==> src/design/cache_pkg.sv <==
/*
 * Shared types for the data cache: request kinds, cache memory states
 * and the control register map. Referenced by scoped name only.
 */
package cache_pkg;

   // Request kind, a write is any request with a strobe bit set
   typedef enum logic {
      OP_READ  = 1'b0,
      OP_WRITE = 1'b1
   } op_e;

   // Cache memory FSM states
   typedef enum logic [1:0] {
      ST_IDLE   = 2'd0,
      ST_LOOKUP = 2'd1,
      ST_FILL   = 2'd2,
      ST_WRITE  = 2'd3
   } mem_state_e;

   // Control register index width
   localparam int CSR_ADDR_W = 2;

   // Control register map, indexed by word address
   typedef enum logic [CSR_ADDR_W-1:0] {
      CSR_HITS       = 2'd0,
      CSR_MISSES     = 2'd1,
      CSR_INVALIDATE = 2'd2
   } csr_e;

endpackage

==> src/design/cache_front_end.sv <==
/*
 * Processor side of the cache. Splits each request between the cache
 * memory and the control registers and returns read data in order.
 */
module cache_front_end #(
   parameter int ADDR_W = 16,
   parameter int DATA_W = 32
) (
   input  logic                             clk_i,
   input  logic                             reset_i,
   input  logic                             iob_valid_i,
   input  logic [ADDR_W-1:0]                iob_addr_i,
   input  logic [DATA_W-1:0]                iob_wdata_i,
   input  logic [DATA_W/8-1:0]              iob_wstrb_i,
   output logic                             iob_ready_o,
   output logic                             iob_rvalid_o,
   output logic [DATA_W-1:0]                iob_rdata_o,
   output logic                             data_req_o,
   output logic [ADDR_W-2:0]                data_addr_o,
   input  logic [DATA_W-1:0]                data_rdata_i,
   input  logic                             data_ack_i,
   output logic                             data_req_reg_o,
   output logic [ADDR_W-2:0]                data_addr_reg_o,
   output logic [DATA_W-1:0]                data_wdata_reg_o,
   output logic [DATA_W/8-1:0]              data_wstrb_reg_o,
   output logic                             ctrl_req_o,
   output logic [cache_pkg::CSR_ADDR_W-1:0] ctrl_addr_o,
   output logic [DATA_W-1:0]                ctrl_wdata_o,
   output logic                             ctrl_we_o,
   input  logic [DATA_W-1:0]                ctrl_rdata_i,
   input  logic                             ctrl_ack_i
);

   localparam int OFF_W = $clog2(DATA_W / 8);

   logic           ack;
   logic           accept;
   logic           ctrl_sel;
   logic           ctrl_pend_q;
   cache_pkg::op_e op_q;

   // Either side ends the pending request
   assign ack         = data_ack_i | ctrl_ack_i;
   assign iob_ready_o = ~(data_req_reg_o | ctrl_pend_q) | ack;
   assign accept      = iob_valid_i & iob_ready_o;

   // Top address bit selects the control registers
   assign ctrl_sel    = iob_addr_i[ADDR_W-1];

   assign data_req_o  = accept & ~ctrl_sel;
   assign data_addr_o = iob_addr_i[ADDR_W-2:0];

   // Register index comes from the word address
   assign ctrl_req_o   = accept & ctrl_sel;
   assign ctrl_addr_o  = iob_addr_i[OFF_W +: cache_pkg::CSR_ADDR_W];
   assign ctrl_wdata_o = iob_wdata_i;
   assign ctrl_we_o    = |iob_wstrb_i;

   // Read data from whichever side answered, writes return nothing
   assign iob_rdata_o  = ctrl_ack_i ? ctrl_rdata_i : data_rdata_i;
   assign iob_rvalid_o = ack & (op_q == cache_pkg::OP_READ);

   always_ff @(posedge clk_i) begin
      if (reset_i) begin
         data_req_reg_o <= 1'b0;
         ctrl_pend_q    <= 1'b0;
         op_q           <= cache_pkg::OP_READ;
      end else begin
         if (data_req_o | data_ack_i) begin
            data_req_reg_o <= data_req_o;
         end
         if (ctrl_req_o | ctrl_ack_i) begin
            ctrl_pend_q <= ctrl_req_o;
         end
         if (accept) begin
            op_q <= (|iob_wstrb_i) ? cache_pkg::OP_WRITE : cache_pkg::OP_READ;
         end
      end
   end

   // Payload of the accepted data request
   always_ff @(posedge clk_i) begin
      if (data_req_o) begin
         data_addr_reg_o  <= iob_addr_i[ADDR_W-2:0];
         data_wdata_reg_o <= iob_wdata_i;
         data_wstrb_reg_o <= iob_wstrb_i;
      end
   end

endmodule

==> src/design/cache_memory.sv <==
/*
 * Direct-mapped, write-through cache storage with one word per line.
 * Looks up registered requests, fills read misses and forwards writes.
 */
module cache_memory #(
   parameter int ADDR_W  = 16,
   parameter int DATA_W  = 32,
   parameter int INDEX_W = 4
) (
   input  logic                clk_i,
   input  logic                reset_i,
   input  logic                data_req_i,
   input  logic [ADDR_W-2:0]   data_addr_i,
   input  logic                data_req_reg_i,
   input  logic [ADDR_W-2:0]   data_addr_reg_i,
   input  logic [DATA_W-1:0]   data_wdata_reg_i,
   input  logic [DATA_W/8-1:0] data_wstrb_reg_i,
   output logic                data_ack_o,
   output logic [DATA_W-1:0]   data_rdata_o,
   input  logic                invalidate_i,
   output logic                lookup_hit_o,
   output logic                lookup_miss_o,
   output logic                fill_req_o,
   output logic [ADDR_W-2:0]   fill_addr_o,
   output logic                fill_we_o,
   output logic [DATA_W-1:0]   fill_wdata_o,
   output logic [DATA_W/8-1:0] fill_wstrb_o,
   input  logic                fill_done_i,
   input  logic [DATA_W-1:0]   fill_rdata_i
);

   localparam int OFF_W = $clog2(DATA_W / 8);
   localparam int TAG_W = ADDR_W - 1 - OFF_W - INDEX_W;
   localparam int LINES = 2 ** INDEX_W;

   cache_pkg::mem_state_e state_q;
   cache_pkg::mem_state_e state_d;

   logic [TAG_W-1:0]   tag_mem  [LINES];
   logic [DATA_W-1:0]  data_mem [LINES];
   logic [LINES-1:0]   valid_q;

   logic [TAG_W-1:0]   rd_tag_q;
   logic [DATA_W-1:0]  rd_data_q;
   logic [INDEX_W-1:0] rd_idx;
   logic [INDEX_W-1:0] reg_idx;
   logic [TAG_W-1:0]   reg_tag;
   logic               is_write;
   logic               hit;
   logic               arr_we;
   logic [DATA_W-1:0]  arr_wdata;
   logic [DATA_W-1:0]  merged;

   assign rd_idx   = data_addr_i[OFF_W +: INDEX_W];
   assign reg_idx  = data_addr_reg_i[OFF_W +: INDEX_W];
   assign reg_tag  = data_addr_reg_i[ADDR_W-2 -: TAG_W];
   assign is_write = |data_wstrb_reg_i;
   assign hit      = valid_q[reg_idx] & (rd_tag_q == reg_tag);

   // Byte merge of a write hit into the stored word
   always_comb begin
      for (int b = 0; b < DATA_W / 8; b++) begin
         merged[8*b +: 8] = data_wstrb_reg_i[b] ? data_wdata_reg_i[8*b +: 8]
                                                : rd_data_q[8*b +: 8];
      end
   end

   always_comb begin
      state_d       = state_q;
      data_ack_o    = 1'b0;
      lookup_hit_o  = 1'b0;
      lookup_miss_o = 1'b0;
      arr_we        = 1'b0;
      arr_wdata     = merged;
      case (state_q)
         cache_pkg::ST_IDLE: begin
            if (data_req_i) begin
               state_d = cache_pkg::ST_LOOKUP;
            end
         end
         cache_pkg::ST_LOOKUP: begin
            if (data_req_reg_i) begin
               if (is_write) begin
                  // No write-allocate, only a hit updates the line
                  arr_we  = hit;
                  state_d = cache_pkg::ST_WRITE;
               end else if (hit) begin
                  lookup_hit_o = 1'b1;
                  data_ack_o   = 1'b1;
               end else begin
                  lookup_miss_o = 1'b1;
                  state_d       = cache_pkg::ST_FILL;
               end
            end
         end
         cache_pkg::ST_FILL: begin
            if (fill_done_i) begin
               arr_we     = 1'b1;
               arr_wdata  = fill_rdata_i;
               data_ack_o = 1'b1;
            end
         end
         default: begin
            data_ack_o = fill_done_i;
         end
      endcase
      // A new request may be accepted in the ack cycle
      if (data_ack_o) begin
         state_d = data_req_i ? cache_pkg::ST_LOOKUP : cache_pkg::ST_IDLE;
      end
   end

   always_ff @(posedge clk_i) begin
      if (reset_i) begin
         state_q <= cache_pkg::ST_IDLE;
         valid_q <= '0;
      end else begin
         state_q <= state_d;
         if (invalidate_i) begin
            valid_q <= '0;
         end else if (state_q == cache_pkg::ST_FILL && fill_done_i) begin
            valid_q[reg_idx] <= 1'b1;
         end
      end
   end

   // Arrays, read on acceptance with the line being written forwarded
   always_ff @(posedge clk_i) begin
      if (arr_we) begin
         tag_mem[reg_idx]  <= reg_tag;
         data_mem[reg_idx] <= arr_wdata;
      end
      if (data_req_i) begin
         if (arr_we && reg_idx == rd_idx) begin
            rd_tag_q  <= reg_tag;
            rd_data_q <= arr_wdata;
         end else begin
            rd_tag_q  <= tag_mem[rd_idx];
            rd_data_q <= data_mem[rd_idx];
         end
      end
   end

   assign data_rdata_o = (state_q == cache_pkg::ST_FILL) ? fill_rdata_i : rd_data_q;

   // Backing requests are word aligned
   assign fill_req_o   = (state_q == cache_pkg::ST_FILL) | (state_q == cache_pkg::ST_WRITE);
   assign fill_we_o    = (state_q == cache_pkg::ST_WRITE);
   assign fill_addr_o  = {data_addr_reg_i[ADDR_W-2:OFF_W], {OFF_W{1'b0}}};
   assign fill_wdata_o = data_wdata_reg_i;
   assign fill_wstrb_o = data_wstrb_reg_i;

endmodule

==> src/design/cache_back_end.sv <==
/*
 * Backing memory side. Turns each fill request into one bus transaction
 * and reports completion with a single done pulse.
 */
module cache_back_end #(
   parameter int ADDR_W = 16,
   parameter int DATA_W = 32
) (
   input  logic                clk_i,
   input  logic                reset_i,
   input  logic                fill_req_i,
   input  logic [ADDR_W-2:0]   fill_addr_i,
   input  logic                fill_we_i,
   input  logic [DATA_W-1:0]   fill_wdata_i,
   input  logic [DATA_W/8-1:0] fill_wstrb_i,
   output logic                fill_done_o,
   output logic [DATA_W-1:0]   fill_rdata_o,
   output logic                be_valid_o,
   output logic [ADDR_W-2:0]   be_addr_o,
   output logic                be_we_o,
   output logic [DATA_W-1:0]   be_wdata_o,
   output logic [DATA_W/8-1:0] be_wstrb_o,
   input  logic                be_ready_i,
   input  logic                be_rvalid_i,
   input  logic [DATA_W-1:0]   be_rdata_i
);

   logic active_q;
   logic wait_q;
   logic launch;

   // One transaction per request, held until done
   assign launch = fill_req_i & ~active_q;

   always_ff @(posedge clk_i) begin
      if (reset_i) begin
         active_q    <= 1'b0;
         wait_q      <= 1'b0;
         be_valid_o  <= 1'b0;
         fill_done_o <= 1'b0;
      end else begin
         fill_done_o <= 1'b0;
         if (launch) begin
            active_q   <= 1'b1;
            be_valid_o <= 1'b1;
         end else if (fill_done_o) begin
            active_q <= 1'b0;
         end
         if (be_valid_o && be_ready_i) begin
            be_valid_o <= 1'b0;
            if (be_we_o) begin
               fill_done_o <= 1'b1;
            end else begin
               wait_q <= 1'b1;
            end
         end
         // Read data closes a read transaction
         if (wait_q && be_rvalid_i) begin
            wait_q      <= 1'b0;
            fill_done_o <= 1'b1;
         end
      end
   end

   always_ff @(posedge clk_i) begin
      if (launch) begin
         be_addr_o  <= fill_addr_i;
         be_we_o    <= fill_we_i;
         be_wdata_o <= fill_wdata_i;
         be_wstrb_o <= fill_wstrb_i;
      end
      if (wait_q && be_rvalid_i) begin
         fill_rdata_o <= be_rdata_i;
      end
   end

endmodule

==> src/design/cache_ctrl.sv <==
/*
 * Control registers: hit and miss counters and the invalidate command.
 * Every request is answered one cycle later.
 */
module cache_ctrl #(
   parameter int DATA_W = 32
) (
   input  logic                             clk_i,
   input  logic                             reset_i,
   input  logic                             ctrl_req_i,
   input  logic [cache_pkg::CSR_ADDR_W-1:0] ctrl_addr_i,
   input  logic [DATA_W-1:0]                ctrl_wdata_i,
   input  logic                             ctrl_we_i,
   output logic                             ctrl_ack_o,
   output logic [DATA_W-1:0]                ctrl_rdata_o,
   input  logic                             lookup_hit_i,
   input  logic                             lookup_miss_i,
   output logic                             invalidate_o
);

   cache_pkg::csr_e   csr;
   logic              inv_cmd;
   logic [DATA_W-1:0] hits_q;
   logic [DATA_W-1:0] misses_q;

   assign csr = cache_pkg::csr_e'(ctrl_addr_i);

   // Any write to the command register invalidates
   assign inv_cmd = ctrl_req_i & ctrl_we_i & (csr == cache_pkg::CSR_INVALIDATE);

   always_ff @(posedge clk_i) begin
      if (reset_i) begin
         ctrl_ack_o   <= 1'b0;
         invalidate_o <= 1'b0;
         hits_q       <= '0;
         misses_q     <= '0;
      end else begin
         ctrl_ack_o   <= ctrl_req_i;
         invalidate_o <= inv_cmd;
         if (inv_cmd) begin
            hits_q   <= '0;
            misses_q <= '0;
         end else begin
            // Counters saturate
            if (lookup_hit_i && hits_q != '1) begin
               hits_q <= hits_q + 1'b1;
            end
            if (lookup_miss_i && misses_q != '1) begin
               misses_q <= misses_q + 1'b1;
            end
         end
      end
   end

   always_ff @(posedge clk_i) begin
      if (ctrl_req_i) begin
         case (csr)
            cache_pkg::CSR_HITS:   ctrl_rdata_o <= hits_q;
            cache_pkg::CSR_MISSES: ctrl_rdata_o <= misses_q;
            default:               ctrl_rdata_o <= '0;
         endcase
      end
   end

endmodule

==> src/design/cache_top.sv <==
/*
 * Data cache top level. Connects front end, cache memory, back end and
 * control registers, and sets the shared parameters.
 */
module cache_top #(
   parameter int ADDR_W  = 16,
   parameter int DATA_W  = 32,
   parameter int INDEX_W = 4
) (
   input  logic                clk_i,
   input  logic                reset_i,
   input  logic                iob_valid_i,
   input  logic [ADDR_W-1:0]   iob_addr_i,
   input  logic [DATA_W-1:0]   iob_wdata_i,
   input  logic [DATA_W/8-1:0] iob_wstrb_i,
   output logic                iob_ready_o,
   output logic                iob_rvalid_o,
   output logic [DATA_W-1:0]   iob_rdata_o,
   output logic                be_valid_o,
   output logic [ADDR_W-2:0]   be_addr_o,
   output logic                be_we_o,
   output logic [DATA_W-1:0]   be_wdata_o,
   output logic [DATA_W/8-1:0] be_wstrb_o,
   input  logic                be_ready_i,
   input  logic                be_rvalid_i,
   input  logic [DATA_W-1:0]   be_rdata_i
);

   // Front end to cache memory
   logic                             data_req;
   logic [ADDR_W-2:0]                data_addr;
   logic                             data_req_reg;
   logic [ADDR_W-2:0]                data_addr_reg;
   logic [DATA_W-1:0]                data_wdata_reg;
   logic [DATA_W/8-1:0]              data_wstrb_reg;
   logic                             data_ack;
   logic [DATA_W-1:0]                data_rdata;

   // Front end to control registers
   logic                             ctrl_req;
   logic [cache_pkg::CSR_ADDR_W-1:0] ctrl_addr;
   logic [DATA_W-1:0]                ctrl_wdata;
   logic                             ctrl_we;
   logic                             ctrl_ack;
   logic [DATA_W-1:0]                ctrl_rdata;

   logic                             lookup_hit;
   logic                             lookup_miss;
   logic                             invalidate;

   // Cache memory to back end
   logic                             fill_req;
   logic [ADDR_W-2:0]                fill_addr;
   logic                             fill_we;
   logic [DATA_W-1:0]                fill_wdata;
   logic [DATA_W/8-1:0]              fill_wstrb;
   logic                             fill_done;
   logic [DATA_W-1:0]                fill_rdata;

   cache_front_end #(
      .ADDR_W(ADDR_W),
      .DATA_W(DATA_W)
   ) front_end_i (
      .clk_i           (clk_i),
      .reset_i         (reset_i),
      .iob_valid_i     (iob_valid_i),
      .iob_addr_i      (iob_addr_i),
      .iob_wdata_i     (iob_wdata_i),
      .iob_wstrb_i     (iob_wstrb_i),
      .iob_ready_o     (iob_ready_o),
      .iob_rvalid_o    (iob_rvalid_o),
      .iob_rdata_o     (iob_rdata_o),
      .data_req_o      (data_req),
      .data_addr_o     (data_addr),
      .data_rdata_i    (data_rdata),
      .data_ack_i      (data_ack),
      .data_req_reg_o  (data_req_reg),
      .data_addr_reg_o (data_addr_reg),
      .data_wdata_reg_o(data_wdata_reg),
      .data_wstrb_reg_o(data_wstrb_reg),
      .ctrl_req_o      (ctrl_req),
      .ctrl_addr_o     (ctrl_addr),
      .ctrl_wdata_o    (ctrl_wdata),
      .ctrl_we_o       (ctrl_we),
      .ctrl_rdata_i    (ctrl_rdata),
      .ctrl_ack_i      (ctrl_ack)
   );

   cache_memory #(
      .ADDR_W (ADDR_W),
      .DATA_W (DATA_W),
      .INDEX_W(INDEX_W)
   ) memory_i (
      .clk_i           (clk_i),
      .reset_i         (reset_i),
      .data_req_i      (data_req),
      .data_addr_i     (data_addr),
      .data_req_reg_i  (data_req_reg),
      .data_addr_reg_i (data_addr_reg),
      .data_wdata_reg_i(data_wdata_reg),
      .data_wstrb_reg_i(data_wstrb_reg),
      .data_ack_o      (data_ack),
      .data_rdata_o    (data_rdata),
      .invalidate_i    (invalidate),
      .lookup_hit_o    (lookup_hit),
      .lookup_miss_o   (lookup_miss),
      .fill_req_o      (fill_req),
      .fill_addr_o     (fill_addr),
      .fill_we_o       (fill_we),
      .fill_wdata_o    (fill_wdata),
      .fill_wstrb_o    (fill_wstrb),
      .fill_done_i     (fill_done),
      .fill_rdata_i    (fill_rdata)
   );

   cache_back_end #(
      .ADDR_W(ADDR_W),
      .DATA_W(DATA_W)
   ) back_end_i (
      .clk_i       (clk_i),
      .reset_i     (reset_i),
      .fill_req_i  (fill_req),
      .fill_addr_i (fill_addr),
      .fill_we_i   (fill_we),
      .fill_wdata_i(fill_wdata),
      .fill_wstrb_i(fill_wstrb),
      .fill_done_o (fill_done),
      .fill_rdata_o(fill_rdata),
      .be_valid_o  (be_valid_o),
      .be_addr_o   (be_addr_o),
      .be_we_o     (be_we_o),
      .be_wdata_o  (be_wdata_o),
      .be_wstrb_o  (be_wstrb_o),
      .be_ready_i  (be_ready_i),
      .be_rvalid_i (be_rvalid_i),
      .be_rdata_i  (be_rdata_i)
   );

   cache_ctrl #(
      .DATA_W(DATA_W)
   ) ctrl_i (
      .clk_i        (clk_i),
      .reset_i      (reset_i),
      .ctrl_req_i   (ctrl_req),
      .ctrl_addr_i  (ctrl_addr),
      .ctrl_wdata_i (ctrl_wdata),
      .ctrl_we_i    (ctrl_we),
      .ctrl_ack_o   (ctrl_ack),
      .ctrl_rdata_o (ctrl_rdata),
      .lookup_hit_i (lookup_hit),
      .lookup_miss_i(lookup_miss),
      .invalidate_o (invalidate)
   );

endmodule

==> config.mk <==
export PLATFORM = sky130hd
export DESIGN_NAME = cache_top
export DESIGN_NICKNAME = d
export VERILOG_FILES = /design/src/design/cache_pkg.sv /design/src/design/cache_front_end.sv /design/src/design/cache_memory.sv /design/src/design/cache_back_end.sv /design/src/design/cache_ctrl.sv /design/src/design/cache_top.sv
export SDC_FILE = /design/constraint.sdc
export NUM_CORES = 1
export LEC_CHECK = 0
export ABC_CLOCK_PERIOD_IN_PS = 6200
export BUFFER_PORTS_ARGS = -buffer_cell sky130_fd_sc_hd__buf_2
export CELL_PAD_IN_SITES_DETAIL_PLACEMENT = 1
export CELL_PAD_IN_SITES_GLOBAL_PLACEMENT = 1
export CORE_ASPECT_RATIO = 0.5
export CORE_UTILIZATION = 45
export DETAILED_ROUTE_END_ITERATION = 12
export GPL_TIMING_DRIVEN = 0
export PLACE_DENSITY_LB_ADDON = 0.1
export SYNTH_ARGS = -nofsm -noshare
export SYNTH_HDL_FRONTEND = slang
export SYNTH_SLANG_ARGS = --single-unit
==> constraint.sdc <==
create_clock -name clk_i -period 6.2 [get_ports clk_i]
set_input_delay 1.86 -clock clk_i [delete_from_list [all_inputs] [get_ports clk_i]]
set_output_delay 1.86 -clock clk_i [all_outputs]
set_load 0.05 [all_outputs]
# ---- After elaboration in Yosys (flattened, before gate mapping)
# Memories as Yosys holds them, arrays and structs flattened. A register that Yosys moved wholly into a read port is not among the register bits.
# Cells that the tools add are included.
dict set report totals {
  out_inout_bits 87
  ff_bits 256
  wordCells 118
  mem_count 2
  ram_bits 656
  inputBits 89
}
dict set report classes {
  bitwise_logic 20
  eq_ne 11
  add_sub_neg 2
  reduce_logical 18
  mux 41
  order_cmp 2
}
# memory words width rd rd_clocked_by_memory_dff wr line_no
set mem_list {}
lappend mem_list {memory_i.data_mem 16 32 1 1 1 cache_memory.sv:40} ;# logic [DATA_W-1:0] data_mem [LINES];
lappend mem_list {memory_i.tag_mem 16 9 1 1 1 cache_memory.sv:39} ;# logic [TAG_W-1:0] tag_mem [LINES];
# op n
set op_table {}
lappend op_table {{$mux 32} 4}
lappend op_table {{$add 32x1->32 const B} 2}
lappend op_table {{$ne 32x32->1 const B} 2}
lappend op_table {{$pmux 32 s2} 1}
lappend op_table {{$mux 8} 4}
lappend op_table {{$mux 1} 22}
lappend op_table {{$or 16x16->16} 1}
lappend op_table {{$mux 2} 5}
lappend op_table {{$eq 9x9->1} 1}
lappend op_table {{$and 1x1->1} 8}
lappend op_table {{$reduce_or 2->1} 4}
lappend op_table {{$reduce_or 4->1} 2}
lappend op_table {{$eq 2x2->1 const B} 3}
lappend op_table {{$logic_and 1x1->1} 6}
lappend op_table {{$ne 3x3->1 const B} 2}
lappend op_table {{$or 1x1->1} 6}
lappend op_table {{$lt 4x5->1 const B} 1}
lappend op_table {{$not 1->1} 5}
lappend op_table {{$bmux 1 s4} 1}
lappend op_table {{$demux 1 s4} 1}
lappend op_table {{$eq 2x1->1 const B} 2}
lappend op_table {{$ge 4x1->1 const B} 1}
lappend op_table {{$logic_not 2->1} 2}
lappend op_table {{$ne 4x3->1 const B} 1}
lappend op_table {{7 further kinds} 7}

# ---- Longest topological paths before layout
# Gate-level depths: netlist of the first run.
dict set report logic_depth {
  ltp_word 14
  mapped_depth 10
}

# ---- Cells and area by module
# Synthesis of the first run repeated with hierarchy kept, for this count alone.
dict set report hier_totals {
  cells_unflattened 2220
  area_unflattened_um2 38841.0
}
# mod area_per_inst_um2 n_inst cells_each seq_area_each_um2
set modules_own_cells {}
lappend modules_own_cells {cache_memory 28840.2 1 1445 21290.4}
lappend modules_own_cells {cache_ctrl 4855.9 1 519 2282.2}
lappend modules_own_cells {cache_back_end 2683.8 1 100 2602.5}
lappend modules_own_cells {cache_front_end 2461.1 1 156 1591.5}

# ---- Least setup slack after synthesis of the first run
# No wires, ideal clock.
dict set report synth_timing {
  path_kind {reg-to-reg}
  start {reg front_end_i.data_addr_reg_o[14]}
  end {reg front_end_i.data_addr_reg_o[10] (enable)}
  arrival_ns 4.960
  stages_incl_launch_ff 7
  slack_ns 0.796
  setup_time_ns 0.444
  required_time_ns 5.756
  n_path_buf 0
  path_cell_list {edfxtp_1 > xor2_1 > nor4_1 > nand3_1 > o31ai_1 > or2b_1 > inv_1}
}
dict set report synth_between {
  elab_chain_cells 10
}
# element line_no
set synth_lines {}
lappend synth_lines {{start: declaration} cache_front_end.sv:23} ;# output logic [ADDR_W-2:0] data_addr_reg_o,
lappend synth_lines {{start signal: assignment} cache_front_end.sv:84} ;# data_addr_reg_o <= iob_addr_i[ADDR_W-2:0];
lappend synth_lines {{$eq 9x9->1} cache_memory.sv:58} ;# assign hit = valid_q[reg_idx] & (rd_tag_q == reg_tag);
lappend synth_lines {{$and 1x1->1} cache_memory.sv:58}
lappend synth_lines {{$mux 1} cache_memory.sv:87} ;# end else if (hit) begin
lappend synth_lines {{$mux 1} cache_memory.sv:83} ;# if (is_write) begin
lappend synth_lines {{$mux 1} cache_memory.sv:82} ;# if (data_req_reg_i) begin
lappend synth_lines {{$pmux 1 s3} cache_memory.sv:75} ;# case (state_q)
lappend synth_lines {{$or 1x1->1} cache_front_end.sv:43} ;# assign ack = data_ack_i | ctrl_ack_i;
lappend synth_lines {{$or 1x1->1} cache_front_end.sv:44} ;# assign iob_ready_o = ~(data_req_reg_o | ctrl_pend_q) | ack;
lappend synth_lines {{named net iob_ready_o} cache_top.sv:16} ;# output logic iob_ready_o,
lappend synth_lines {{$and 1x1->1} cache_front_end.sv:45} ;# assign accept = iob_valid_i & iob_ready_o;
lappend synth_lines {{$and 1x1->1} cache_front_end.sv:50} ;# assign data_req_o = accept & ~ctrl_sel;
lappend synth_lines {{named net data_req} cache_top.sv:30} ;# logic data_req;
# The timed path passes the listed nets, and every way through them passes these cells.
# A chain may end at the register's enable or synchronous reset.

# ---- Worst setup path in the final report of the first run
dict set report layout_timing {
  start {reg front_end_i.data_addr_reg_o[6]}
  end {out iob_ready_o}
}
dict set report layout_between {
  elab_chain_cells 8
}
# element line_no
set layout_lines {}
lappend layout_lines {{$eq 9x9->1} cache_memory.sv:58}
lappend layout_lines {{$and 1x1->1} cache_memory.sv:58}
lappend layout_lines {{$mux 1} cache_memory.sv:87}
lappend layout_lines {{$mux 1} cache_memory.sv:83}
lappend layout_lines {{$mux 1} cache_memory.sv:82}
lappend layout_lines {{$pmux 1 s3} cache_memory.sv:75}
lappend layout_lines {{$or 1x1->1} cache_front_end.sv:43}
lappend layout_lines {{$or 1x1->1} cache_front_end.sv:44}
lappend layout_lines {{end: declaration} cache_top.sv:16}
# Every way passes these cells.

==> flow_metrics.env, run 1 <==
export IMPL_die_y_um=207
export IMPL_ios=176
export IMPL_drc_errors=0
export IMPL_max_clock_path_buffers=3
export IMPL_wl_per_cell_um=29.9
export IMPL_drtPass1Iterations=5
export IMPL_maxCapViolations=0
export IMPL_setup_ws_ns=0.258
export IMPL_min_path_type="reg2reg"
export IMPL_numCtsBuffers=86
export IMPL_syn_inst=2035
export IMPL_power_density_mw_per_mm2=300
export IMPL_hold_buffers=0
export IMPL_yosys_warnings=0
export IMPL_required_ns=4.34
export IMPL_globalplace_congestion=0.818
export IMPL_grt_first_pass_wirelength_um=150000
export IMPL_grt_use_total_pct=25.1
export IMPL_ys_types=56
export IMPL_arrival_ns=4.08
export IMPL_antenna_left=0
export IMPL_slew_headroom_pct=11.0
export IMPL_fillers=7491
export IMPL_insertion_delay_ns=0.68
export IMPL_slew_viol_final=0
export IMPL_clock_sinks=951
export IMPL_fin_crit_ns=5.94
export IMPL_cts_root_buf="clkbuf_16"
export IMPL_finalSetupTns_ns=0
export IMPL_syn_area_sq_mm=0.0377
export IMPL_worstSetupPathType="reg2out"
export IMPL_hold_viol=0
export IMPL_place_area_sq_mm=0.0410
export IMPL_design_area_sq_mm=0.0437
export IMPL_synth_edf_count=860
export IMPL_status="completed"
export IMPL_critPathMaxFanout=19
export IMPL_leakage_nw=13.9
export IMPL_viasPerCell=5.88
export IMPL_fin_nets=2453
export IMPL_rows=74
export IMPL_drt_iter0_drc=2174
export IMPL_seq_area_frac_synth_pct=73.3
export IMPL_core_area_sq_mm=0.0823
export IMPL_timing_fmax_mhz=168
export IMPL_drive_gt1_share_pct=26.9
export IMPL_clkSlewWorstSetupHoldPaths_ns=0.07
export IMPL_seq_area_sq_mm=0.0276
export IMPL_place_ws_ns=0.325
export IMPL_antenna_found_initial=3
export IMPL_finalSetupViolCount=0
export IMPL_fin_crit_sh_pct=95.8
export IMPL_start_util_pct=45.8
export IMPL_grt_overflow=0
export IMPL_grt_start_max_net_pins=61
export IMPL_cts_tree="yes"
export IMPL_ys_flop_type="edfxtp_1"
export IMPL_routed_wl_um=105000
export IMPL_area_growth_pct=15.8
export IMPL_peakVddDrop_mv=0.184
export IMPL_p_total_mw=13.1
export IMPL_ys_ff_latch=951
export IMPL_rsz0062_at_grt="no"
export IMPL_num_vias=20700
export IMPL_worst_pin_slew_ns=1.34
export IMPL_async_reset_ff_share_pct=0
export IMPL_die_area_sq_mm=0.0851
export IMPL_start_kind="flip-flop"
export IMPL_multiInputGateArea_sq_mm=0.00964
export IMPL_dpl_hpwl_um=68800
export IMPL_port_buffers=171
export IMPL_syn_area_per_cell_sq_um=18.5
export IMPL_die_w_um=412
export IMPL_fin_skew_ns=0.0289
export IMPL_htreeDepth=3
export IMPL_end_kind="output port"
export IMPL_grt_pass1_vias=21200
==> final cells by class <==
| cell class | instances | area share (%) |
|---|---|---|
| buffer | 112 | 1.20 |
| inverter | 16 | 0.155 |
| sequential | 951 | 63.3 |
| tap | 1102 | 3.16 |
| multi-input combinational | 957 | 22.1 |
| timing repair buffer | 234 | 4.06 |
| clock inverter | 46 | 0.865 |
| clock buffer | 107 | 5.20 |
| antenna | 1 | 0.00573 |
==> per-layer routing <==
| layer | wire [um] | global-route usage, % | up-vias | part of all wire (%) |
|---|---|---|---|---|
| met5 | 0 | 0 | - | 0 |
| met4 | 1810 | 5.68 | 0 | 1.7 |
| met3 | 8570 | 6.76 | 116 | 8.1 |
| met2 | 48600 | 38.7 | 677 | 46 |
| met1 | 46400 | 35.7 | 11100 | 44 |
| li1 | - | - | 8878 | - |
==> cells in the final DEF (no fill, tap or decap), types with 5 or more instances in the layout <==
master      instances
buf_4              24
mux2i_1           100
xor2_1             19
buf_12             20
or4_1              17
clkinvlp_4          5
o21ai_1            32
nor2_1             83
mux4_2            207
mux2_2             38
o21ai_0            76
dfxtp_1            91
a31oi_1             7
clkbuf_1           90
buf_16              6
buf_1              21
a21oi_1            71
bufinv_16           5
and4_1              6
buf_2             174
nand2_1            89
clkinv_2           15
buf_6              25
nor2_4             11
ha_1                6
edfxtp_1          860
nand4_1            24
and3_1              9
nand3_1            36
clkinv_1           17
mux2_4              5
nor3_1              7
inv_1              13
clkbuf_16          87
or3_1              37
o31ai_1            15
==> cells in the mapped netlist, types with 2 or more instances <==
| library cell | instances | area share (%) |
|---|---|---|
| edfxtp_1 | 860 | 68 |
| mux4_2 | 207 | 12 |
| o21ai_0 | 108 | 1.4 |
| mux2i_1 | 101 | 2.7 |
| nor2_1 | 94 | 0.94 |
| dfxtp_1 | 91 | 4.8 |
| nand2_1 | 89 | 0.89 |
| clkbuf_1 | 73 | 0.73 |
| a21oi_1 | 71 | 0.94 |
| mux2_2 | 38 | 1.1 |
| or3_1 | 37 | 0.61 |
| nand3_1 | 36 | 0.48 |
| nand4_1 | 24 | 0.40 |
| buf_1 | 21 | 0.21 |
| xor2_1 | 19 | 0.44 |
| or4_1 | 17 | 0.34 |
| inv_1 | 16 | 0.16 |
| o31ai_1 | 15 | 0.30 |
| buf_6 | 11 | 0.33 |
| nor3_1 | 11 | 0.15 |
| and3_1 | 10 | 0.17 |
| a31oi_1 | 7 | 0.12 |
| and4_1 | 7 | 0.16 |
| ha_1 | 6 | 0.20 |
| and2_1 | 5 | 0.083 |
| mux2_4 | 5 | 0.20 |
| nor4_1 | 5 | 0.083 |
| buf_4 | 4 | 0.080 |
| nand2b_1 | 4 | 0.066 |
| or2_2 | 4 | 0.066 |
| buf_2 | 3 | 0.040 |
| nor3b_1 | 3 | 0.060 |
| a2111o_1 | 2 | 0.060 |
| a211o_1 | 2 | 0.046 |
| a311oi_1 | 2 | 0.046 |
| mux4_1 | 2 | 0.14 |
| nand3b_1 | 2 | 0.040 |
| nor2b_1 | 2 | 0.033 |
| o21a_1 | 2 | 0.040 |
| or2b_1 | 2 | 0.040 |
| xnor2_1 | 2 | 0.046 |
==> stage by stage <==
stage,hold slack (ns),std cells,util [%]
floorplan,0.424,2036,-
finish,0.444,3526,53.1
detailed placement,0.437,3368,49.8
global placement,0.432,3309,48.6
CTS,0.448,3521,53.0
global route,0.459,3525,53.1
==> sequential cells by signal, summed over array words and instances, names as in the netlist, 9 cells and up <==
register                      flops
memory_i.rd_tag_q                 9
back_end_i.be_addr_o             13
ctrl_i.misses_q                  32
memory_i.rd_data_q               32
back_end_i.fill_rdata_o          32
front_end_i.data_wdata_reg_o     32
back_end_i.be_wdata_o            32
memory_i.data_mem               512
front_end_i.data_addr_reg_o      13
ctrl_i.hits_q                    32
memory_i.tag_mem                144
ctrl_i.ctrl_rdata_o              32
memory_i.valid_q                 16
==> power breakdown <==
group | internal [mW] | total (mW) | switching, mW
sequential | 7.06 | 7.11 | 0.0413
combinational | 0.279 | 0.803 | 0.524
clock | 2.81 | 5.21 | 2.40
total | 10.2 | 13.1 | 2.96
==> final timing paths <==
path	from	end	slack (ns)	depth (start not counted)
worst max-delay path	front_end_i.data_addr_reg_o[6]	iob_ready_o	0.26	5
worst min-delay path	front_end_i.data_wdata_reg_o[3]	back_end_i.be_wdata_o[3]	0.44	0
worst max register to register	front_end_i.data_addr_reg_o[6]	memory_i.data_mem[1][2]	1.21	10
worst min register to register	front_end_i.data_wdata_reg_o[3]	back_end_i.be_wdata_o[3]	0.44	0
==> logic make-up (layout without fill, tap and decap cells) <==
group	after synthesis	after routing	share of synthesized area, %
other	1	3	0.00994
and+or+nand+nor	355	355	4.71
muxes	353	353	16.5
DFF	951	951	73.3
xor gates and xnor gates	21	21	0.487
AOI/OAI and AO/OA	220	220	3.28
adders and majority gates	6	6	0.199
buffers and inverters	128	515	1.54
==> timing repair <==
item,4_1_cts,5_1_grt
gates resized for setup,1,5
endpoints found under the hold margin,0,0
buffers inserted,0,0
endpoints found under the setup margin,1,3
==> worst max-delay path, stage by stage (launching register included) <==
cell,delay (ns)
edfxtp_1,0.63
xor2_1,0.27
nor2_1,0.77
nand3_1,0.53
o31ai_1,0.79
buf_2,0.40
(Power assumes the default switching activity.)
==> run 2: changes to the inputs <==
Settings changed: CORE_UTILIZATION 45 to 35.
==> run 2 against run 1 <==
Fmax grew 1.5%. Critical path type unchanged. Clock skew fell by 0.0085 ns. Largest cell class unchanged. Count of clock-buffer cells in the layout is 1 lower. Highest routed layer unchanged.
==> flow_metrics.env, run 2 (same netlist as run 1, synthesis figures left out) <==
export IMPL_timing_rr_start="front_end_i.data_addr_reg_o[7]"
export IMPL_place_area_sq_mm=0.0415
export IMPL_largest_register="memory_i.data_mem"
export IMPL_drtPass1Iterations=5
export IMPL_drt_iter0_drc=1903
export IMPL_num_vias=20800
export IMPL_mostFrequentLayoutCells="edfxtp_1, mux4_2, buf_2"
export IMPL_core_area_sq_mm=0.106
export IMPL_grt_start_max_net_pins=50
export IMPL_die_area_sq_mm=0.109
export IMPL_fin_skew_ns=0.0204
export IMPL_fillers=10300
export IMPL_wl_per_cell_um=28.8
export IMPL_p_total_mw=13.5
export IMPL_peakVddDrop_mv=0.188
export IMPL_clkSlewWorstSetupHoldPaths_ns=0.07
export IMPL_hold_viol=0
export IMPL_die_y_um=234
export IMPL_start_kind="flip-flop"
export IMPL_fin_crit_ns=5.85
export IMPL_slew_headroom_pct=9.93
export IMPL_antenna_found_initial=3
export IMPL_arrival_ns=3.99
export IMPL_crit_chain="xor2_1, nor3_2, nand3_1, o31ai_2, buf_2"
export IMPL_maxCapViolations=0
export IMPL_slowest_stage="nor3_2"
export IMPL_largestRegisters="memory_i.data_mem: 512 flops, memory_i.tag_mem: 144 flops"
export IMPL_seq_area_sq_mm=0.0276
export IMPL_routed_wl_um=111000
export IMPL_viasPerCell=5.38
export IMPL_power_density_mw_per_mm2=303
export IMPL_crit_path_max_incr_delay_ns=0.79
export IMPL_leakage_nw=14.1
export IMPL_grt_met3_usage_pct=4.22
export IMPL_critPathMaxFanout=19
export IMPL_required_ns=4.34
export IMPL_antenna_left=0
export IMPL_rsz0062_at_grt="no"
export IMPL_numCtsBuffers=90
export IMPL_grt_busiest_layer="met2"
export IMPL_grt_pass1_vias=21300
export IMPL_port_buffers=171
export IMPL_holdCritStartpoint="front_end_i.data_wstrb_reg_o[1]"
export IMPL_max_clock_path_buffers=3
export IMPL_grt_overflow=0
export IMPL_rows=84
export IMPL_cts_tree="yes"
export IMPL_gr_usage_met1_pct=29.8
export IMPL_htreeDepth=3
export IMPL_dpl_hpwl_um=74900
export IMPL_cp_startpoint="front_end_i.data_addr_reg_o[7]"
export IMPL_grt_first_pass_wirelength_um=157000
export IMPL_multiInputGateArea_sq_mm=0.00964
export IMPL_design_area_sq_mm=0.0444
export IMPL_largest_reg_flops=512
export IMPL_grt_util_met2_pct=31.6
export IMPL_grt_use_total_pct=20.5
export IMPL_final_common_cell="edfxtp_1"
export IMPL_drc_errors=0
export IMPL_end_kind="output port"
export IMPL_worst_pin_slew_ns=1.35
export IMPL_finalSetupTns_ns=0
export IMPL_timing_fmax_mhz=171
export IMPL_finalSetupViolCount=0
export IMPL_status="completed"
export IMPL_insertion_delay_ns=0.69
export IMPL_min_path_type="reg2reg"
export IMPL_die_w_um=466
export IMPL_area_growth_pct=17.7
export IMPL_ios=176
export IMPL_slew_viol_final=0
export IMPL_place_ws_ns=0.238
export IMPL_setup_ws_ns=0.347
export IMPL_fin_crit_sh_pct=94.4
export IMPL_worstSetupPathType="reg2out"
export IMPL_clock_sinks=951
export IMPL_fin_nets=2468
export IMPL_globalplace_congestion=0.785
export IMPL_post_cts_setup_buffers=0
export IMPL_cts_root_buf="clkbuf_16"
export IMPL_drive_gt1_share_pct=27.7
export IMPL_start_util_pct=35.6
export IMPL_hold_ws_ns=0.452
## run 2: cell types whose count changed in the layout (fill, tap and decap cells not counted), moves of 3 or more
cell | previous run | this run
buf_12 | 20 | 17
clkbuf_1 | 90 | 83
clkbuf_16 | 87 | 92
clkinv_1 | 17 | 21
buf_16 | 6 | 10
buf_4 | 24 | 34
## run 2: critical path, delay by kind of cell (launching register included)
family | cells | cell delay [ns]
AND/OR/NAND/NOR | 2 | 1.36
flip-flops | 1 | 0.67
buffers and inverters | 1 | 0.37
XOR/XNOR | 1 | 0.28
AO/OA/AOI/OAI | 1 | 0.61
## run 2: worst paths after layout
kind                                            endpoint  slack [ns]  cells after the start
worst min-delay path            back_end_i.be_wstrb_o[1]        0.45                      0
worst min register to register  back_end_i.be_wstrb_o[1]        0.45                      0
worst max-delay path                         iob_ready_o        0.35                      5
worst max register to register  memory_i.data_mem[3][10]        1.14                      9
## run 2: what timing repair did
action                                  CTS  global route
pin swaps                                 0             0
hold buffers                              0             0
endpoints found under the hold margin     0             0
endpoints found under the setup margin    2             2
gates resized for setup                   1             2
cloned                                    0             0
## run 2: where the power goes
part           internal, mW  leakage, nW  total, mW  switching [mW]
clock network          3.04         1.39       5.56            2.52
registers              7.06         8.51       7.11          0.0433
logic                 0.282         4.20      0.815           0.533
total                  10.4         14.1       13.5            3.10
## run 2: layout make-up
cell class	count	share of cell area, %
Clock buffer	106	5.34
Tap cell	1419	4.00
Buffer	111	1.17
Inverter	16	0.152
Timing Repair Buffer	246	4.30
Antenna cell	2	0.0113
Sequential cell	951	62.2
Clock inverter	56	1.11
Multi-Input combinational cell	957	21.7
## run 2: per-layer routing
metal / routed length [um] / up-vias
li1: - / 8931
met1: 52400 / 11300
met2: 50700 / 463
met3: 6270 / 129
met4: 2100 / 0
met5: 0 / -
## run 2: metrics by stage
step           std cells  utilization, %
5_1_grt             3862            41.9
3_3_place_gp        3626            38.1
3_5_place_dp        3701            39.2
6_report            3864            41.9
2_1_floorplan       2036               -
4_1_cts             3862            41.9
==> run 3: changes to the inputs <==
Settings changed: BUFFER_PORTS_ARGS -buffer_cell sky130_fd_sc_hd__buf_2 to -buffer_cell sky130_fd_sc_hd__buf_4.
==> run 3 against run 2 <==
Routed wire length grew 0.60%. Cell area is 1.0% higher. Clock skew rose by 0.0044 ns. Utilization is 0.43 points higher. Non-clock buffer count is the same. Register-to-register slack hardly changed. First-iteration DRC count down 4.3%. Global-route usage up 0.17 points. Fmax is 0.63% lower. Largest cell class unchanged.
==> flow_metrics.env, run 3 (same netlist as run 1, synthesis figures left out) <==
export IMPL_worst_pin_slew_ns=1.35
export IMPL_critPathMaxFanout=10
export IMPL_core_area_sq_mm=0.106
export IMPL_routed_wl_um=112000
export IMPL_cp_startpoint="memory_i.state_q[0]"
export IMPL_power_density_mw_per_mm2=303
export IMPL_drc_errors=0
export IMPL_fin_nets=2468
export IMPL_peakVddDrop_mv=0.201
export IMPL_end_kind="output port"
export IMPL_slew_viol_final=0
export IMPL_wl_per_cell_um=29.0
export IMPL_cts_root_buf="clkbuf_16"
export IMPL_status="completed"
export IMPL_rows=84
export IMPL_maxCapViolations=0
export IMPL_start_util_pct=35.6
export IMPL_seqPwrFrac_pct=52.2
export IMPL_clkSlewWorstSetupHoldPaths_ns=0.07
export IMPL_insertedDiodeCount=0
export IMPL_max_clock_path_buffers=3
export IMPL_fin_crit_ns=5.89
export IMPL_numCtsBuffers=90
export IMPL_grt_overflow=0
export IMPL_hold_ws_ns=0.455
export IMPL_largestRegisters="memory_i.data_mem: 512 flops, memory_i.tag_mem: 144 flops"
export IMPL_grt_pass1_vias=21500
export IMPL_largest_reg_flops=512
export IMPL_p_total_mw=13.6
export IMPL_pwr_share_clk_pct=41.5
export IMPL_grt_start_max_net_pins=51
export IMPL_min_path_type="reg2reg"
export IMPL_die_area_sq_mm=0.109
export IMPL_insertion_delay_ns=0.69
export IMPL_fin_skew_ns=0.0248
export IMPL_required_ns=4.34
export IMPL_drtPass1Iterations=5
export IMPL_largest_register="memory_i.data_mem"
export IMPL_antenna_left=0
export IMPL_grt_first_pass_wirelength_um=159000
export IMPL_pwr_share_comb_pct=6.3
export IMPL_viasPerCell=5.38
export IMPL_final_common_cell="edfxtp_1"
export IMPL_p_int_mw=10.5
export IMPL_arrival_ns=4.03
export IMPL_leakage_nw=14.3
export IMPL_timing_rr_start="front_end_i.data_addr_reg_o[9]"
export IMPL_ios=176
export IMPL_worstSetupPathType="reg2out"
export IMPL_timing_fmax_mhz=170
export IMPL_grt_use_total_pct=20.7
export IMPL_dpl_hpwl_um=74900
export IMPL_finalSetupViolCount=0
export IMPL_fin_crit_sh_pct=95.0
export IMPL_antenna_found_initial=4
export IMPL_port_buffers=171
export IMPL_die_w_um=466
export IMPL_fillers=10200
export IMPL_holdCritStartpoint="front_end_i.data_wstrb_reg_o[0]"
export IMPL_hold_viol=0
export IMPL_die_y_um=234
export IMPL_clock_sinks=951
export IMPL_start_kind="flip-flop"
export IMPL_num_vias=20800
export IMPL_drt_iter0_drc=1822
export IMPL_cts_tree="yes"
export IMPL_slew_headroom_pct=10.2
export IMPL_globalplace_congestion=0.802
export IMPL_rsz0062_at_grt="no"
export IMPL_p_sw_share_pct=22.9
export IMPL_area_growth_pct=19.0
export IMPL_power_switching_mw=3.12
export IMPL_mostFrequentLayoutCells="edfxtp_1, mux4_2, buf_4"
export IMPL_htreeDepth=3
export IMPL_drive_gt1_share_pct=27.5
## run 3: area by class of cell
class	count	area, sq um	area share, %
clock inverter	53	541	1.20
tap	1419	1780	3.96
multi-input combinational	957	9630	21.5
clock buffer	111	2370	5.29
buffer	111	519	1.16
timing repair buffer	246	2340	5.20
sequential	951	27600	61.6
inverter	16	67.6	0.151
## run 3: per-layer routing
layer  GRT usage, %  share of wire, %  vias up
met2           32.3                46      479
li1               -                 -     8919
met5              0             0.012        -
met4           4.53               1.7        2
met1           29.2                46    11300
met3           5.16               5.9      132
## run 3: what timing repair did
| item | CTS | global route |
|---|---|---|
| buffers inserted | 0 | 0 |
| gates resized for setup | 0 | 1 |
| setup endpoints to repair | 1 | 1 |
| hold buffers | 0 | 0 |
## run 3: path summary, 6_finish.rpt
path                                   end  slack (ns)  depth (start not counted)
setup / recovery            iob_rdata_o[5]        0.31                          6
hold / removal    back_end_i.be_wstrb_o[0]        0.46                          0
setup reg to reg   memory_i.data_mem[1][3]        1.13                          9
hold reg to reg   back_end_i.be_wstrb_o[0]        0.46                          0
## run 3: power by group through the flow
stage	Combinational (mW)	Clock (mW)	Sequential, mW
2_1_floorplan	0.480	0	7.25
3_3_place_gp	0.819	0	7.26
3_5_place_dp	0.862	0	7.25
4_1_cts	0.863	5.79	7.11
5_1_grt	0.909	6.01	7.11
6_report	0.854	5.65	7.11
## run 3: critical path, stage by stage, from the launching register on
cell	delay, ns
dfxtp_1	0.33
inv_1	0.10
ha_1	0.82
clkbuf_1	0.71
mux2i_1	0.94
o21ai_0	0.18
buf_4	0.24
## run 3: per-stage QoR
stage               std cells  setup TNS [ns]  utilization (%)  setup slack [ns]  cell area, sq um
global placement         3626        -2499.27             38.5             -6.13             40800
global route             3864               0             42.4            0.0235             44900
finish                   3864               0             42.4             0.310             44900
CTS                      3862               0             42.3            0.0514             44800
floorplan                2036               0                -             0.796             37700
detailed placement       3699               0             39.6             0.380             41900
